### config.mk
export PLATFORM = sky130hd
export DESIGN_NAME = vector_ctrl_unit
export DESIGN_NICKNAME = d
export VERILOG_FILES = /design/src/vec_isa_pkg.sv /design/src/vec_ctrl_pkg.sv /design/src/vector_ctrl_unit.sv /design/src/vector_config_unit.sv /design/src/alu_opmode_decoder.sv /design/src/vector_instr_decoder.sv
export SDC_FILE = /design/constraint.sdc
export NUM_CORES = 1
export LEC_CHECK = 0
export BUFFER_PORTS_ARGS = -buffer_cell sky130_fd_sc_hd__buf_2
export CAP_MARGIN = 30
export CORE_AREA = 3 3 130 132
export CTS_CLUSTER_SIZE = 40
export DETAILED_ROUTE_END_ITERATION = 10
export DIE_AREA = 0 0 133 135
export HOLD_SLACK_MARGIN = 0.06
export PLACE_DENSITY = 0.63
export SLEW_MARGIN = 20
export SYNTH_ARGS = -nofsm -noshare
export SYNTH_HDL_FRONTEND = slang
export SYNTH_SLANG_ARGS = --single-unit
export TNS_END_PERCENT = 20
### constraint.sdc
create_clock -name clk -period 9 [get_ports clk]
set_clock_uncertainty 0.2 [all_clocks]
set_input_delay 0.45 -clock clk [delete_from_list [all_inputs] [get_ports clk]]
set_output_delay 0.45 -clock clk [all_outputs]
set_load 0.005 [all_outputs]
### src/vec_isa_pkg.sv
`default_nettype none

package vec_isa_pkg;

   localparam int VLEN  = 4096; // bits per vector register
   localparam int XLEN  = 32;   // scalar and instruction width
   localparam int VLD_W = 12;   // one-hot class strobe width

   // class strobe bit positions, one per instruction class
   localparam int IDX_STORE_BIT = 2;
   localparam int STORE_BIT     = 3;
   localparam int IDX_LOAD_BIT  = 4;
   localparam int LOAD_BIT      = 5;
   localparam int OPMVV_BIT     = 6;
   localparam int OPMVX_BIT     = 7;
   localparam int OPIVV_BIT     = 8;
   localparam int OPIVI_BIT     = 9;
   localparam int OPIVX_BIT     = 10;
   localparam int CFG_BIT       = 11; // vsetvli / vsetvl

   localparam logic [5:0] FUNCT6_SLIDEUP   = 6'b001110;
   localparam logic [5:0] FUNCT6_SLIDEDOWN = 6'b001111;

   localparam logic [1:0] VSETVL_TAG = 2'b10; // instr[31:30] of vsetvl

   // config state out of reset: sew 32, lmul 1
   localparam logic [2:0]      RESET_SEW  = 3'b010;
   localparam logic [2:0]      RESET_LMUL = 3'b000;
   localparam logic [XLEN-1:0] RESET_VL   = XLEN'(VLEN / 32);

   localparam int VLMAX_W = $clog2(VLEN) + 1; // room for VLMAX itself

   typedef logic [VLMAX_W-1:0] vlmax_t;

   // VLMAX = VLEN / SEW * LMUL, fractional lmul encoded as 5..7
   function automatic vlmax_t vlmax_lookup(input logic [2:0] lmul, input logic [2:0] sew);
      vlmax_t base;
      vlmax_t vlmax;
      base = vlmax_t'((VLEN / 8) >> sew); // elements at lmul 1
      if (sew > 3'd2 || lmul == 3'd4)
         vlmax = '0; // reserved encodings
      else if (lmul < 3'd4)
         vlmax = base << lmul; // integer lmul
      else
         vlmax = base >> (4'd8 - {1'b0, lmul}); // 1/2, 1/4, 1/8
      return vlmax;
   endfunction

endpackage

`default_nettype wire
### src/vec_ctrl_pkg.sv
`default_nettype none

package vec_ctrl_pkg;

   // alu op codes, multiply class sits at bits 6:5 == 01
   typedef enum logic [8:0] {
      nop_op       = 9'd0,
      add_op, addu_op, sub_op, subu_op,
      and_op, or_op, xor_op, andnot_op, ornot_op, nand_op, nor_op, xnor_op,
      sll_op, srl_op, sra_op,
      seq_op, sneq_op, slt_op, sltu_op, sle_op, sleu_op, sgt_op, sgtu_op,
      mul_op       = 9'd32,
      mulu_op, mulh_op, mulhu_op, mulhsu_op, mulsu_op,
      mul_add_op, mul_sub_op, mulu_add_op, mulus_add_op, mulsu_add_op
   } alu_opmode_e;

   localparam logic [1:0] MUL_CLASS_TAG = 2'b01; // opcode bits 6:5
   localparam logic [3:0] ALU_DELAY     = 4'd7;  // plain alu pipe
   localparam logic [3:0] ALU_DELAY_MUL = 4'd8;  // multiply reduction, one extra stage

   typedef enum logic [2:0] {
      inst_normal    = 3'd0,
      inst_reduction = 3'd1,
      inst_store     = 3'd2,
      inst_idx_store = 3'd3,
      inst_load      = 3'd4,
      inst_idx_load  = 3'd5,
      inst_slide     = 3'd6,
      inst_invalid   = 3'd7
   } inst_type_e;

   typedef enum logic [1:0] {
      op2_vector = 2'd0,
      op2_scalar = 2'd1,
      op2_imm    = 2'd2,
      op2_none   = 2'd3
   } op2_sel_e;

   typedef enum logic [1:0] {grp_none, grp_opi, grp_opm} op_group_e;

   typedef struct packed {
      logic        vill;
      logic [23:0] reserved;
      logic        vma;
      logic        vta;
      logic [2:0]  sew;
      logic [2:0]  lmul;
   } vtype_t;

   localparam vtype_t VTYPE_RESET = '{vill: 1'b0, reserved: '0, vma: 1'b0, vta: 1'b0,
                                      sew: vec_isa_pkg::RESET_SEW,
                                      lmul: vec_isa_pkg::RESET_LMUL};

   // control word broadcast to the lanes
   typedef struct packed {
      inst_type_e                     inst_type;
      op2_sel_e                       op2_sel;
      alu_opmode_e                    alu_opmode;
      logic [4:0]                     alu_imm;
      logic [vec_isa_pkg::XLEN-1:0]   alu_x_data;
      logic                           up_down_slide; // 0 = slide down
      logic [vec_isa_pkg::XLEN-1:0]   slide_amount;
      logic                           vector_mask;
      logic                           reduction_op;
      logic [1:0]                     wdata_width;
      logic [3:0]                     inst_delay;
   } lane_ctrl_t;

endpackage

`default_nettype wire

### src/vector_ctrl_unit.sv
`timescale 1ns/1ps
`default_nettype none

module vector_ctrl_unit
(
   input  wire logic                           clk,
   input  wire logic                           rstn,
   input  wire logic [vec_isa_pkg::VLD_W-1:0]  instr_vld_i,
   input  wire logic [vec_isa_pkg::XLEN-1:0]   vector_instr_i,
   input  wire logic [vec_isa_pkg::XLEN-1:0]   scalar_rs1_i,
   output vec_ctrl_pkg::lane_ctrl_t            lane_ctrl_o,
   output logic [vec_isa_pkg::XLEN-1:0]        vl_o,
   output logic [2:0]                          sew_o,
   output logic [2:0]                          lmul_o
);

   logic [vec_isa_pkg::XLEN-1:0]  instr_q;    // registered instruction
   logic [vec_isa_pkg::XLEN-1:0]  rs1_q;      // registered scalar
   logic                          cfg_strobe;
   vec_ctrl_pkg::op_group_e       op_group;
   logic [5:0]                    funct6;
   logic                          reduction;
   vec_ctrl_pkg::alu_opmode_e     alu_opmode;
   logic [3:0]                    inst_delay;
   vec_ctrl_pkg::vtype_t          vtype;

   vector_instr_decoder decoder_inst
   (
      .clk            (clk),
      .rstn           (rstn),
      .instr_vld_i    (instr_vld_i),
      .vector_instr_i (vector_instr_i),
      .scalar_rs1_i   (scalar_rs1_i),
      .sew_i          (vtype.sew), // current sew, before any pending update
      .alu_opmode_i   (alu_opmode),
      .inst_delay_i   (inst_delay),
      .instr_o        (instr_q),
      .rs1_o          (rs1_q),
      .cfg_strobe_o   (cfg_strobe),
      .op_group_o     (op_group),
      .funct6_o       (funct6),
      .reduction_o    (reduction),
      .lane_ctrl_o    (lane_ctrl_o)
   );

   alu_opmode_decoder alu_dec_inst
   (
      .op_group_i   (op_group),
      .funct6_i     (funct6),
      .reduction_i  (reduction),
      .alu_opmode_o (alu_opmode),
      .inst_delay_o (inst_delay)
   );

   vector_config_unit cfg_inst
   (
      .clk          (clk),
      .rstn         (rstn),
      .cfg_strobe_i (cfg_strobe),
      .instr_i      (instr_q),
      .rs1_i        (rs1_q),
      .vtype_o      (vtype),
      .vl_o         (vl_o)
   );

   assign sew_o  = vtype.sew;
   assign lmul_o = vtype.lmul;

endmodule

`default_nettype wire

### src/vector_config_unit.sv
`timescale 1ns/1ps
`default_nettype none

module vector_config_unit
(
   input  wire logic                           clk,
   input  wire logic                           rstn,
   input  wire logic                           cfg_strobe_i,
   input  wire logic [vec_isa_pkg::XLEN-1:0]   instr_i,
   input  wire logic [vec_isa_pkg::XLEN-1:0]   rs1_i,
   output vec_ctrl_pkg::vtype_t                vtype_o,
   output logic [vec_isa_pkg::XLEN-1:0]        vl_o
);

   vec_ctrl_pkg::vtype_t            vtype_next;
   vec_isa_pkg::vlmax_t             vlmax;      // for the incoming vtype
   logic [vec_isa_pkg::XLEN-1:0]    vl_next;

   always_comb
   begin
      vtype_next = '0;
      if (instr_i[31:30] == vec_isa_pkg::VSETVL_TAG)
      begin
         // vsetvl, vtype csr image comes in on rs1
         vtype_next.vill     = rs1_i[31];
         vtype_next.reserved = {1'b0, rs1_i[30:8]};
         vtype_next.vma      = rs1_i[7];
         vtype_next.vta      = rs1_i[6];
         vtype_next.sew      = rs1_i[5:3];
         vtype_next.lmul     = rs1_i[2:0];
      end
      else
      begin
         // vsetvli, zimm sits in the instruction
         vtype_next.lmul = {instr_i[25], instr_i[21:20]};
         vtype_next.sew  = instr_i[24:22];
         vtype_next.vta  = instr_i[26];
         vtype_next.vma  = instr_i[27];
         vtype_next.vill = instr_i[30];
      end
   end

   assign vlmax = vec_isa_pkg::vlmax_lookup(vtype_next.lmul, vtype_next.sew);

   // rs1 != x0 takes avl from rs1, rd != x0 with rs1 == x0 asks for vlmax
   assign vl_next = (instr_i[19:15] != 5'd0) ? rs1_i
                  : (instr_i[11:7] != 5'd0)
                  ? {{(vec_isa_pkg::XLEN - vec_isa_pkg::VLMAX_W){1'b0}}, vlmax}
                  : vl_o; // keep current vl

   always_ff @(posedge clk)
   begin
      if (!rstn)
      begin
         vtype_o <= vec_ctrl_pkg::VTYPE_RESET;
         vl_o    <= vec_isa_pkg::RESET_VL;
      end
      else if (cfg_strobe_i)
      begin
         vtype_o <= vtype_next;
         vl_o    <= vl_next;
      end
   end

   // table path never yields more elements than bits in a register
   assert property (@(posedge clk) disable iff (!rstn)
                    cfg_strobe_i && instr_i[19:15] == 5'd0 |=> vl_o <= vec_isa_pkg::VLEN)
      else $error("vl above VLEN after vlmax update");

endmodule

`default_nettype wire

### src/alu_opmode_decoder.sv
`timescale 1ns/1ps
`default_nettype none

module alu_opmode_decoder
(
   input  wire vec_ctrl_pkg::op_group_e    op_group_i,
   input  wire logic [5:0]                 funct6_i,
   input  wire logic                       reduction_i,
   output vec_ctrl_pkg::alu_opmode_e       alu_opmode_o,
   output logic [3:0]                      inst_delay_o
);

   vec_ctrl_pkg::alu_opmode_e opi_op; // integer group lookup
   vec_ctrl_pkg::alu_opmode_e opm_op; // mask / multiply / widening lookup

   always_comb
   begin
      opi_op = vec_ctrl_pkg::nop_op;
      case (funct6_i)
         6'b000000, 6'b100001: opi_op = vec_ctrl_pkg::add_op; // vadd, vsadd
         6'b010000, 6'b010001: opi_op = vec_ctrl_pkg::add_op; // vadc, vmadc
         6'b110000, 6'b110001: opi_op = vec_ctrl_pkg::add_op; // widening reductions
         6'b000010, 6'b000011: opi_op = vec_ctrl_pkg::sub_op; // vsub, vrsub
         6'b010010, 6'b010011: opi_op = vec_ctrl_pkg::sub_op; // vsbc, vmsbc
         6'b100011:            opi_op = vec_ctrl_pkg::sub_op; // vssub
         6'b100000:            opi_op = vec_ctrl_pkg::addu_op; // vsaddu
         6'b100010:            opi_op = vec_ctrl_pkg::subu_op;
         6'b000100, 6'b011010: opi_op = vec_ctrl_pkg::sltu_op; // vminu, vmsltu
         6'b000101, 6'b011011: opi_op = vec_ctrl_pkg::slt_op;
         6'b000110, 6'b011110: opi_op = vec_ctrl_pkg::sgtu_op; // vmaxu, vmsgtu
         6'b000111, 6'b011111: opi_op = vec_ctrl_pkg::sgt_op;
         6'b001001:            opi_op = vec_ctrl_pkg::and_op;
         6'b001010:            opi_op = vec_ctrl_pkg::or_op;
         6'b001011:            opi_op = vec_ctrl_pkg::xor_op;
         6'b011000:            opi_op = vec_ctrl_pkg::seq_op;  // vmseq
         6'b011001:            opi_op = vec_ctrl_pkg::sneq_op; // vmsne
         6'b011100:            opi_op = vec_ctrl_pkg::sleu_op;
         6'b011101:            opi_op = vec_ctrl_pkg::sle_op;
         6'b100101:            opi_op = vec_ctrl_pkg::sll_op;
         6'b100111:            opi_op = vec_ctrl_pkg::mul_op;  // vsmul
         6'b101000, 6'b101010: opi_op = vec_ctrl_pkg::srl_op; // vsrl, vssrl
         6'b101100, 6'b101110: opi_op = vec_ctrl_pkg::srl_op; // vnsrl, vnclipu
         6'b101111:            opi_op = vec_ctrl_pkg::srl_op; // vnclip
         6'b101001, 6'b101011: opi_op = vec_ctrl_pkg::sra_op; // vsra, vssra
         6'b101101:            opi_op = vec_ctrl_pkg::sra_op; // vnsra
         default:              opi_op = vec_ctrl_pkg::nop_op; // slides, gathers, reserved
      endcase
   end

   always_comb
   begin
      opm_op = vec_ctrl_pkg::nop_op;
      case (funct6_i)
         6'b000000, 6'b001001: opm_op = vec_ctrl_pkg::add_op; // vredsum, vaadd
         6'b000001, 6'b011001: opm_op = vec_ctrl_pkg::and_op; // vredand, vmand
         6'b000010, 6'b011010: opm_op = vec_ctrl_pkg::or_op;
         6'b000011, 6'b011011: opm_op = vec_ctrl_pkg::xor_op;
         6'b000100:            opm_op = vec_ctrl_pkg::sltu_op; // vredminu
         6'b000101:            opm_op = vec_ctrl_pkg::slt_op;
         6'b000110:            opm_op = vec_ctrl_pkg::sgtu_op; // vredmaxu
         6'b000111:            opm_op = vec_ctrl_pkg::sgt_op;
         6'b001000:            opm_op = vec_ctrl_pkg::addu_op; // vaaddu
         6'b001010:            opm_op = vec_ctrl_pkg::subu_op;
         6'b001011:            opm_op = vec_ctrl_pkg::sub_op;
         6'b011000:            opm_op = vec_ctrl_pkg::andnot_op; // mask logicals
         6'b011100:            opm_op = vec_ctrl_pkg::ornot_op;
         6'b011101:            opm_op = vec_ctrl_pkg::nand_op;
         6'b011110:            opm_op = vec_ctrl_pkg::nor_op;
         6'b011111:            opm_op = vec_ctrl_pkg::xnor_op;
         6'b100100:            opm_op = vec_ctrl_pkg::mulhu_op;
         6'b100101, 6'b111011: opm_op = vec_ctrl_pkg::mul_op; // vmul, vwmul
         6'b100110:            opm_op = vec_ctrl_pkg::mulhsu_op;
         6'b100111:            opm_op = vec_ctrl_pkg::mulh_op;
         6'b101001, 6'b101101: opm_op = vec_ctrl_pkg::mul_add_op; // vmadd, vmacc
         6'b111101:            opm_op = vec_ctrl_pkg::mul_add_op; // vwmacc
         6'b101011, 6'b101111: opm_op = vec_ctrl_pkg::mul_sub_op; // vnmsub, vnmsac
         6'b110000, 6'b110100: opm_op = vec_ctrl_pkg::addu_op; // vwaddu, vwaddu.w
         6'b110001, 6'b110101: opm_op = vec_ctrl_pkg::add_op;
         6'b110010, 6'b110110: opm_op = vec_ctrl_pkg::subu_op;
         6'b110011, 6'b110111: opm_op = vec_ctrl_pkg::sub_op;
         6'b111000:            opm_op = vec_ctrl_pkg::mulu_op; // vwmulu
         6'b111010:            opm_op = vec_ctrl_pkg::mulsu_op; // vwmulsu
         6'b111100:            opm_op = vec_ctrl_pkg::mulu_add_op; // vwmaccu
         6'b111110:            opm_op = vec_ctrl_pkg::mulus_add_op;
         6'b111111:            opm_op = vec_ctrl_pkg::mulsu_add_op;
         default:              opm_op = vec_ctrl_pkg::nop_op; // div/rem, unary, slide1
      endcase
   end

   always_comb
   begin
      case (op_group_i)
         vec_ctrl_pkg::grp_opi: alu_opmode_o = opi_op;
         vec_ctrl_pkg::grp_opm: alu_opmode_o = opm_op;
         default:               alu_opmode_o = vec_ctrl_pkg::nop_op; // loads, stores, config
      endcase
   end

   // multiply reductions need one more stage in the lane alu
   assign inst_delay_o = (reduction_i && alu_opmode_o[6:5] == vec_ctrl_pkg::MUL_CLASS_TAG)
                       ? vec_ctrl_pkg::ALU_DELAY_MUL : vec_ctrl_pkg::ALU_DELAY;

endmodule

`default_nettype wire

### src/vector_instr_decoder.sv
`timescale 1ns/1ps
`default_nettype none

module vector_instr_decoder
(
   input  wire logic                                   clk,
   input  wire logic                                   rstn,
   input  wire logic [vec_isa_pkg::VLD_W-1:0]          instr_vld_i,
   input  wire logic [vec_isa_pkg::XLEN-1:0]           vector_instr_i,
   input  wire logic [vec_isa_pkg::XLEN-1:0]           scalar_rs1_i,
   input  wire logic [2:0]                             sew_i,
   input  wire vec_ctrl_pkg::alu_opmode_e              alu_opmode_i,
   input  wire logic [3:0]                             inst_delay_i,
   output logic [vec_isa_pkg::XLEN-1:0]                instr_o,
   output logic [vec_isa_pkg::XLEN-1:0]                rs1_o,
   output logic                                        cfg_strobe_o,
   output vec_ctrl_pkg::op_group_e                     op_group_o,
   output logic [5:0]                                  funct6_o,
   output logic                                        reduction_o,
   output vec_ctrl_pkg::lane_ctrl_t                    lane_ctrl_o
);

   logic [vec_isa_pkg::VLD_W-1:0] strobe_q; // registered class strobe
   logic is_slide;
   logic widening;

   always_ff @(posedge clk)
   begin
      if (!rstn)
      begin
         strobe_q <= '0;
         instr_o  <= '0;
         rs1_o    <= '0;
      end
      else
      begin
         strobe_q <= instr_vld_i; // sampled every clock, no handshake
         instr_o  <= vector_instr_i;
         rs1_o    <= scalar_rs1_i;
      end
   end

   assign cfg_strobe_o = strobe_q[vec_isa_pkg::CFG_BIT];
   assign funct6_o     = instr_o[31:26];

   assign op_group_o = (strobe_q[10:8] != '0) ? vec_ctrl_pkg::grp_opi : // opivv/opivi/opivx
                       (strobe_q[7:6] != '0)  ? vec_ctrl_pkg::grp_opm : // opmvv/opmvx
                                                vec_ctrl_pkg::grp_none;

   // reductions live at funct6 000xxx in opm and 110xxx (widening) in opivv
   assign reduction_o = ((strobe_q[vec_isa_pkg::OPMVV_BIT] || strobe_q[vec_isa_pkg::OPMVX_BIT])
                         && funct6_o[5:3] == 3'b000)
                     || (strobe_q[vec_isa_pkg::OPIVV_BIT] && funct6_o[5:3] == 3'b110);

   assign is_slide = !cfg_strobe_o && (funct6_o == vec_isa_pkg::FUNCT6_SLIDEUP
                                    || funct6_o == vec_isa_pkg::FUNCT6_SLIDEDOWN);
   assign widening = funct6_o[5:4] == 2'b11; // 11x, result is 2*sew

   always_comb
   begin
      // class priority, memory ops first
      if (strobe_q[vec_isa_pkg::STORE_BIT])
         lane_ctrl_o.inst_type = vec_ctrl_pkg::inst_store;
      else if (strobe_q[vec_isa_pkg::IDX_STORE_BIT])
         lane_ctrl_o.inst_type = vec_ctrl_pkg::inst_idx_store;
      else if (strobe_q[vec_isa_pkg::LOAD_BIT])
         lane_ctrl_o.inst_type = vec_ctrl_pkg::inst_load;
      else if (strobe_q[vec_isa_pkg::IDX_LOAD_BIT])
         lane_ctrl_o.inst_type = vec_ctrl_pkg::inst_idx_load;
      else if (reduction_o)
         lane_ctrl_o.inst_type = vec_ctrl_pkg::inst_reduction;
      else if (is_slide)
         lane_ctrl_o.inst_type = vec_ctrl_pkg::inst_slide;
      else if (strobe_q != '0 && !cfg_strobe_o)
         lane_ctrl_o.inst_type = vec_ctrl_pkg::inst_normal;
      else
         lane_ctrl_o.inst_type = vec_ctrl_pkg::inst_invalid; // config or idle

      // operand 2 source
      if (strobe_q[vec_isa_pkg::OPIVV_BIT] || strobe_q[vec_isa_pkg::OPMVV_BIT])
         lane_ctrl_o.op2_sel = vec_ctrl_pkg::op2_vector;
      else if (strobe_q[vec_isa_pkg::OPIVX_BIT] || strobe_q[vec_isa_pkg::OPMVX_BIT])
         lane_ctrl_o.op2_sel = vec_ctrl_pkg::op2_scalar;
      else if (strobe_q[vec_isa_pkg::OPIVI_BIT])
         lane_ctrl_o.op2_sel = vec_ctrl_pkg::op2_imm;
      else
         lane_ctrl_o.op2_sel = vec_ctrl_pkg::op2_none;

      // slide offset, uimm for .vi, rs1 for .vx, else one element
      if (strobe_q[vec_isa_pkg::OPIVI_BIT])
         lane_ctrl_o.slide_amount = {27'd0, instr_o[19:15]};
      else if (strobe_q[vec_isa_pkg::OPIVX_BIT])
         lane_ctrl_o.slide_amount = rs1_o;
      else
         lane_ctrl_o.slide_amount = 32'd1;

      lane_ctrl_o.up_down_slide = funct6_o != vec_isa_pkg::FUNCT6_SLIDEDOWN;
      lane_ctrl_o.alu_opmode    = alu_opmode_i; // from the alu op decoder
      lane_ctrl_o.alu_imm       = instr_o[19:15];
      lane_ctrl_o.alu_x_data    = rs1_o;
      lane_ctrl_o.vector_mask   = ~instr_o[25]; // vm = 0 means masked
      lane_ctrl_o.reduction_op  = reduction_o;
      lane_ctrl_o.wdata_width   = 2'(sew_i + (widening ? 3'd2 : 3'd1)); // bytes log2 + 1
      lane_ctrl_o.inst_delay    = inst_delay_i;
   end

   // scheduler issues one class per cycle
   assert property (@(posedge clk) disable iff (!rstn) $onehot0(strobe_q))
      else $error("more than one class strobe set");

endmodule

`default_nettype wire

==> reports/results.txt, run 1 <==
The tools report the start point of the worst min-delay path as vector_instr_i[8]. For this run, global-route usage on met2 was measured as 33.89%. The run finished with clean final reports. STA puts the critical path data arrival time at 3.93 ns. The layout-stage area growth over the synthesis result was 40.29%; the number of instances on the worst hold path was 2. The switching power came out at 0.3787 mW. At the worst endpoint, the required time is 9.14 ns.

Power spread over the standard cell area amounts to 185.8 nW/um^2. The portion of synthesized cell area occupied by the leading cell type was 42.25%. Global routing finished with a remaining overflow of 0. Across the VDD grid, the largest voltage drop is 0.1270 mV. The post-synthesis cell area was 5497 sq um. The critical path starts at decoder_inst.instr_o[31]$_SDFF_PN0_. The tools report the count of endpoints failing hold in the final timing report as 0.

The top fanout value on the critical path was 15. The tool flagged a number of max-cap violations equal to 0. The final cell utilization of the core was 48.72%.

The buffer type at the clock tree root is sky130_fd_sc_hd__clkbuf_16. For the global-route track usage on met1, the log shows 22.88%. Cell with the most instances on the worst path: sky130_fd_sc_hd__inv_1.

The effective utilization at floorplan was 34.73%; the fraction of synthesis flops using an asynchronous set or reset pin was 0%. The final cell count without fillers is 1110. The worst setup path is captured at a flop. The number of clock buffers added by TritonCTS is 17. Using the TritonRoute via totals, the vias-per-cell ratio works out to 4.961. Of the synthesized area, sequential elements account for 42.25%. Global routing consumed, over all layers together, 19.34% of the routing resources. The clock period could shrink to 3.789 ns.

Synthesis produced 658 cells. For this block, the routed nets add up to 17.53 mm of wire. The peak per-stage delay on the critical path was 0.63 ns.

The dominant combinational cell family by area after synthesis is simple AND/OR/NAND/NOR gates. The clock reaches the later pin of the worst-skew pair after 0.41 ns. The slowest stage of the critical path belongs to the cell sky130_fd_sc_hd__mux2i_1. During synthesis, Yosys emitted a total of 0 warnings. The number of detailed-routing iterations run before antenna repair was 5. The logs give 46 for the placement row count and 0.8990 for the placer congestion estimate. Measured along the x axis, the die boundary spans 133 um. First-pass GRT wire length: 27.76 mm. Setup repair after global routing left no endpoint under its margin. The residual antenna-violating net count after detailed routing is 0. The setup path with the least slack is of type reg -> reg. The share of the cycle needed by the critical path after routing came out at 42.10%. The synthesized design contains 116 register bits.

The critical path runs through a total of 10 cells. The logs give 15830 sq um for the placeable core region and 11.76 mm for the detailed-placement wirelength estimate. For the top-level port count, the log shows 208. The min-delay analysis places its worst path in the category in -> reg. Summing the areas of all compound-gate instances in the mapped netlist gives 18.26% of the synthesized area.

Total area of multi-input combinational cells: 2839 sq um. A synthesized cell averages 8.353 sq um. Prior to clock tree synthesis, the placed netlist has a worst setup slack of 5.226 ns. Predominant post-synthesis flop cell: sky130_fd_sc_hd__dfxtp_1. Counting tap cells, the placed design contains a total of 1019 instances.

The synthesized design contains 0 enable-type register cells. The number of buffer and inverter stages on the critical path came out at 3. The final routed wire length divided by cell count came out at 15.80 um. Measured in cells, the most critical reg-to-reg path has a length of 10. After clock tree synthesis, the clock-pin slew on the worst setup and hold paths is 0.06 ns. The count of different cell masters after synthesis was 72. The share of the synthesized netlist area taken by xor and xnor gates is 1.275%. Traced cell by cell, the critical path runs through nor2b_1 -> buf_4 -> mux2i_1 -> inv_1 -> ha_1 -> inv_1 -> nor2_1 -> a221oi_1 -> a2111o_1 -> a41oi_1. The most instantiated library cell after synthesis is sky130_fd_sc_hd__dfxtp_1. The largest net degree at the start of global routing was 85. TritonCTS built the clock tree. In this run the vertical extent of the chip is 135 um. Critical path's top delay family: compound AO/OA/AOI/OAI gates. Count of buffers from port buffering: 194. By count the netlist is led by sky130_fd_sc_hd__dfxtp_1 (116), sky130_fd_sc_hd__and2_1 (87), sky130_fd_sc_hd__nand2_1 (78), sky130_fd_sc_hd__clkbuf_1 (40), sky130_fd_sc_hd__a21oi_1 (39). Maximum clock frequency: 0.2639 GHz.

Cells with a size suffix above 1 make up 27.40% of the layout. After routing, the total negative slack on setup checks comes to 0 ns. The number of filler cells placed in the layout is 1524, and the simple-gate share of the synthesized area is 26.97%. Element type at the critical path start: a flop. The net count of the finished layout is 970. Setup violations remaining at the end of the flow were counted as 0. The tools report the TritonCTS sink count as 116. The fraction of the mapped netlist area in adder cells is 2.276%. The count of antenna diodes in the layout is 0, and the switching power as a share of total power is 26.44%. Leakage power of the design: 3.479 nW. The logs give 2322 sq um for the total area of sequential cells and 4.844% for the global routing met3 resource utilization.

In the synthesized netlist, mux cells make up 2.458% of the area. The max-slew violation count was 0; the number of antenna violations at the first check in global routing was 0. The largest total area in the synthesized netlist belongs to sky130_fd_sc_hd__dfxtp_1. At the pin with the least slew margin, the transition time is 0.9884 ns. The clock tree synthesis step divided the H-tree into 4 levels. Across all layers, the routed design uses 5507 vias. The die covers 17960 sq um. The design internal power was 1.054 mW; the number of global-route vias before repair was 5376. For the combinational power share, the log shows 14.9%. The share of total power dissipated in the clock network is 45.8%.

After synthesis, the cell types taking the most area are sky130_fd_sc_hd__dfxtp_1 (42%), sky130_fd_sc_hd__and2_1 (9.9%), sky130_fd_sc_hd__nand2_1 (5.3%), sky130_fd_sc_hd__a21oi_1 (3.6%), sky130_fd_sc_hd__nand3_1 (3.0%). The tools report the remaining max-slew budget at the tightest pin as 33.54%. For this block, the initial DRC count from the detailed router was 367.

The tools report the source of the worst register-to-register timing path as decoder_inst.instr_o[31]$_SDFF_PN0_. The layer flagged by global routing as most heavily used is met2. Counting along the longest clock path gives a buffer depth of 2.

Per report_power, the sequential group accounts for 39.4% of the total. Once routing completed, OpenROAD measured the worst setup slack at 5.211 ns. The number of remaining DRC errors was 0.
==> per-stage QoR <==
step	area (sq um)	power, mW	hold slack [ns]
floorplan	5504	0.6912	0.2483
global placement	6530	0.7639	0.2356
detailed placement	6535	0.7656	0.2408
CTS	7700	1.447	0.06764
global route	7711	1.499	0.08707
finish	7711	1.433	0.09235
==> cells by family after synthesis <==
group                      after synthesis
and+or+nand+nor                        284
AOI/OAI and AO/OA                      147
DFF                                    116
buffers and inverters                   80
muxes                                   12
adders and majority gates               10
xor gates and xnor gates                 8
other                                    1
==> power groups by stage <==
stage               sequential (mW)  combinational (mW)  clock, mW
global route                  0.568               0.237      0.694
global placement              0.575               0.189          0
finish                        0.564               0.213      0.656
floorplan                     0.567               0.124          0
detailed placement            0.575               0.191          0
CTS                           0.564               0.212      0.671
==> worst register-to-register path, stage by stage (launching register included) <==
cell,delay (ns)
sky130_fd_sc_hd__dfxtp_1,0.57
sky130_fd_sc_hd__nor2b_1,0.18
sky130_fd_sc_hd__buf_4,0.24
sky130_fd_sc_hd__mux2i_1,0.63
sky130_fd_sc_hd__inv_1,0.20
sky130_fd_sc_hd__ha_1,0.44
sky130_fd_sc_hd__inv_1,0.17
sky130_fd_sc_hd__nor2_1,0.32
sky130_fd_sc_hd__a221oi_1,0.14
sky130_fd_sc_hd__a2111o_1,0.43
sky130_fd_sc_hd__a41oi_1,0.19
==> worst paths after layout <==
kind              slack, ns                                  to
setup / recovery       5.21       cfg_inst.vl_o[7]$_SDFFE_PN1P_
hold reg to reg        0.25      cfg_inst.vl_o[29]$_SDFFE_PN0P_
hold / removal         0.09  decoder_inst.instr_o[8]$_SDFF_PN0_
setup reg to reg       5.21       cfg_inst.vl_o[7]$_SDFFE_PN1P_
==> state kept, by name, indices dropped and copies added, names as in the netlist <==
register / count
decoder_inst.strobe_q: 12
cfg_inst.vtype_o: 6
decoder_inst.rs1_o: 32
cfg_inst.vl_o: 32
alu_dec_inst.opm_op: 6
decoder_inst.instr_o: 22
alu_dec_inst.opi_op: 6
==> placed cells by master, fill, tap and decap left out, drive strengths merged, types with 7 or more instances in the layout <==
cell type	netlist	final
ha	10	10
nor3	10	10
mux2i	9	9
nand2b	7	7
xnor2	7	7
nand3	33	33
a211oi	10	10
and2	87	87
dlygate4sd3	0	59
o31ai	8	8
clkbuf	41	20
nor2	37	37
a221oi	8	8
a21oi	40	40
buf	17	202
o21ai	29	29
nor2b	7	7
nand2	78	78
dfxtp	116	116
inv	19	22
==> layout make-up <==
class,count,share of cell area (%)
Multi-Input combinational cell,464,36.82
Sequential cell,116,30.12
Timing Repair Buffer,261,21.04
Clock buffer,20,5.793
Tap cell,216,3.505
Clock inverter,11,1.655
Inverter,22,1.071
==> routing by layer <==
layer | share of wire, % | wire length, um
met1 | 41 | 7265
met2 | 51 | 8983
met5 | 0 | 0
met4 | 1.9 | 325
met3 | 5.5 | 959
==> timing repair <==
item	in CTS	in global routing
setup buffers	0	0
hold endpoints to repair	59	0
hold buffers	59	0
resized for setup	0	0
(Power assumes the default switching activity.)
==> inputs of run 2 (changes only) <==
==> constraint.sdc (replaced) <==
create_clock -name clk -period 4 [get_ports clk]
set_clock_uncertainty 0.2 [all_clocks]
set_input_delay 0.2 -clock clk [delete_from_list [all_inputs] [get_ports clk]]
set_output_delay 0.2 -clock clk [all_outputs]
set_load 0.005 [all_outputs]
==> run 2 against run 1 <==
Clock power rose by 140%. Critical path depth fell by 1. Worst setup slack got worse by 4.8 ns. Largest cell class unchanged. Highest routed layer unchanged. Largest power group unchanged. Sequential power rose by 130%.
==> reports/results.txt, run 2 (synthesized netlist as in run 1, its figures left out) <==
The flow ran to the end, and the final reports show no timing, DRC or antenna violations. The count of endpoints failing hold in the final timing report came out at 0. In the layout the commonest cells are sky130_fd_sc_hd__buf_2 (194), sky130_fd_sc_hd__dfxtp_1 (116), sky130_fd_sc_hd__and2_1 (87). The tools report the number of global-route vias before repair as 5446. For the final routed database, the setup TNS stands at 0 ns. The net count of the finished layout is 1000. The count of antenna diodes in the layout came out at 0.

The number of CTS-inserted buffers came out at 17. STA puts the critical path data arrival time at 3.76 ns. At the later pin of the worst-skew pair, clock insertion delay measures 0.41 ns. The filler cells instantiated in the layout total 1477. Setup repair after global routing left no endpoint under its margin. The initial detailed-routing violation count is 323, and the final routed wire length divided by cell count is 15.78 um. The number of detailed-routing iterations run before antenna repair is 5, and the worst supply voltage drop on vdd is 0.3493 mV.

Counting instances, the worst hold path has a depth of 2. The top fanout value on the critical path came out at 14. In this run the deepest clock path goes through 2 buffers.

Setup violations remaining at the end of the flow were counted as 0. In the final layout, the registers with the most flip-flops are cfg_inst.vl_o x32, decoder_inst.rs1_o x32, decoder_inst.instr_o x22. The logs give 17960 sq um for the full die area and 0 for the max capacitance violation total. Peak per-stage delay on the critical path: 0.59 ns.

The routed layout has 5632 vias. After clock tree synthesis, the clock-pin slew on the worst setup and hold paths is 0.05 ns. Global routing consumed, on the met2 layer, 33.18% of the routing resources. The critical path goes through nor2b_1 -> mux2_4 -> inv_2 -> ha_1 -> clkinv_1 -> nor2_1 -> a221oi_1 -> a2111o_1 -> a41oi_1. Data on the critical path is required at its endpoint by 4.13 ns.

Total global-route track usage: 19.50%. The residual antenna-violating net count after detailed routing is 0, and the max-slew violation count is 0. The tools report the placeable core region as 15830 sq um. The library cell used most frequently in the layout, excluding fill and tap cells, is sky130_fd_sc_hd__buf_2. The worst register-to-register path begins at decoder_inst.instr_o[31]$_SDFF_PN0_. During I/O placement, the number of pins put on the boundary was 208. For the global routing met3 resource utilization, the log shows 5.626%. The wire length after detailed routing was 17.99 mm. At the pin with the least slew margin, the transition time is 0.9498 ns. Compared with the post-synthesis result, the final layout area differs by 46.23%. The logs give 46 for the placement row count and 0 for the post-cts sizing count. The vertical die dimension works out to 135 um. The worst register-to-register path ends at cfg_inst.vl_o[7]$_SDFFE_PN1P_. The worst hold path terminates at decoder_inst.strobe_q[11]$_SDFF_PN0_. The type of the worst min-delay path is in -> reg. After global routing, the most crowded layer is met2.

Global routing finished with a remaining overflow of 0. The setup slack of the most critical reg-to-reg path is 0.38 ns, and the share of the cycle needed by the critical path after routing is 90.58%. In this run the most critical hold path is launched from rstn. The TritonCTS sink count came out at 116. The count of buffers from port buffering is 194.

Proportion of layout cells with a drive suffix above 1: 27.16%. The tree is rooted in a sky130_fd_sc_hd__clkbuf_16. The first global-routing pass estimated 27.83 mm of wire. Element type at the critical path start: a flop. Entering global routing, the biggest net connects 61 pins.

The depth of the most critical reg-to-reg path was 9; the total area of multi-input combinational cells was 2839 sq um. The analysis attributes to cell leakage a power of 3.664 nW. CTS built an H-tree with a depth of 4. The final cell utilization of the core was 50.78%; the detailed-placement wirelength estimate was 12.34 mm.

The worst setup path is captured at a flop. After layout, the minimum clock period comes to 3.623 ns. Dividing total power by cell area gives a power density of 414.7 nW/um^2.

The standard cell with the maximum stage delay on the critical path is sky130_fd_sc_hd__dfxtp_1. TritonCTS built the clock tree. Registers take 2322 sq um. In this run the tightest slew margin relative to its limit is 36.14%.

The maximum clock frequency is 0.2760 GHz, and the ratio of routed vias to standard cells is 4.940. The global-route track usage on met1 came out at 23.06%. For this run, design rule violations remaining after detail routing come to 0. The floorplan step set the die width to 133 um. The path type of the worst setup path is reg -> reg. The effective utilization at floorplan is 34.73%, and the placer congestion estimate is 0.8857.

For the number of antenna violations at the first check in global routing, the log shows 0.
## run 2: cell types whose count changed in the layout (fill, tap and decap cells not counted), sizes merged, moves of 2 or more
| cell | before | now |
|---|---|---|
| clkinv | 6 | 8 |
| inv | 22 | 19 |
| dlygate4sd3 | 59 | 84 |
| buf | 202 | 207 |
| clkbuf | 20 | 22 |
| clkinvlp | 3 | 1 |
## run 2: final cells by class
cell class / count / share of cell area [%]
clock inverters: 9 / 1.572
repair buffers: 291 / 23.80
multi-input cells: 464 / 35.32
inverters: 22 / 1.027
well taps: 216 / 3.362
clock buffers: 22 / 6.024
flip-flops and latches: 116 / 28.89
## run 2: worst max path at each step
stage,from,end,slack (ns)
5_1_grt,decoder_inst.instr_o[31]$_SDFF_PN0_,cfg_inst.vl_o[7]$_SDFFE_PN1P_,0.23
3_5_place_dp,decoder_inst.instr_o[31]$_SDFF_PN0_,cfg_inst.vl_o[7]$_SDFFE_PN1P_,0.49
6_report,decoder_inst.instr_o[31]$_SDFF_PN0_,cfg_inst.vl_o[7]$_SDFFE_PN1P_,0.38
2_1_floorplan,decoder_inst.instr_o[31]$_SDFF_PN0_,cfg_inst.vl_o[7]$_SDFFE_PN1P_,1.11
3_3_place_gp,decoder_inst.instr_o[31]$_SDFF_PN0_,cfg_inst.vl_o[7]$_SDFFE_PN1P_,0.54
4_1_cts,decoder_inst.instr_o[31]$_SDFF_PN0_,cfg_inst.vl_o[7]$_SDFFE_PN1P_,0.46
## run 2: metrics by stage
step / instance area [sq um] / worst slack, ns / hold WS [ns] / total power, mW / std cells
2_1_floorplan: 5504 / 1.107 / 0.1273 / 1.555 / 660
3_3_place_gp: 6575 / 0.5385 / 0.2059 / 1.729 / 1024
3_5_place_dp: 6575 / 0.4944 / 0.2088 / 1.730 / 1024
4_1_cts: 8026 / 0.4620 / 0.06351 / 3.359 / 1139
5_1_grt: 8038 / 0.2259 / 0.08784 / 3.477 / 1140
6_report: 8038 / 0.3769 / 0.06944 / 3.333 / 1140
## run 2: critical path: cells and delay by family, from the launching register on
kind            cells  cell delay [ns]
simple gates        2             0.86
compound gates      3             0.74
flops               1             0.59
buf+inv             2             0.47
mux                 1             0.38
fa+ha+maj           1             0.28
## run 2: power by group
group / switching [mW] / total (mW) / leakage [nW] / internal (mW)
clock: 0.521 / 1.56 / 0.302 / 1.04
combinational: 0.264 / 0.503 / 2.40 / 0.239
sequential: 0.0524 / 1.27 / 0.959 / 1.22
total: 0.838 / 3.33 / 3.66 / 2.50
## run 2: repair_timing
action / CTS / global route
hold endpoints to repair: 70 / 0
hold buffers: 84 / 0
setup buffers: 0 / 0
## run 2: per-layer routing
layer	wire, um	share of wire (%)
met1	7545	42
met2	8980	50
met3	962	5.3
met4	501	2.8
met5	0	0
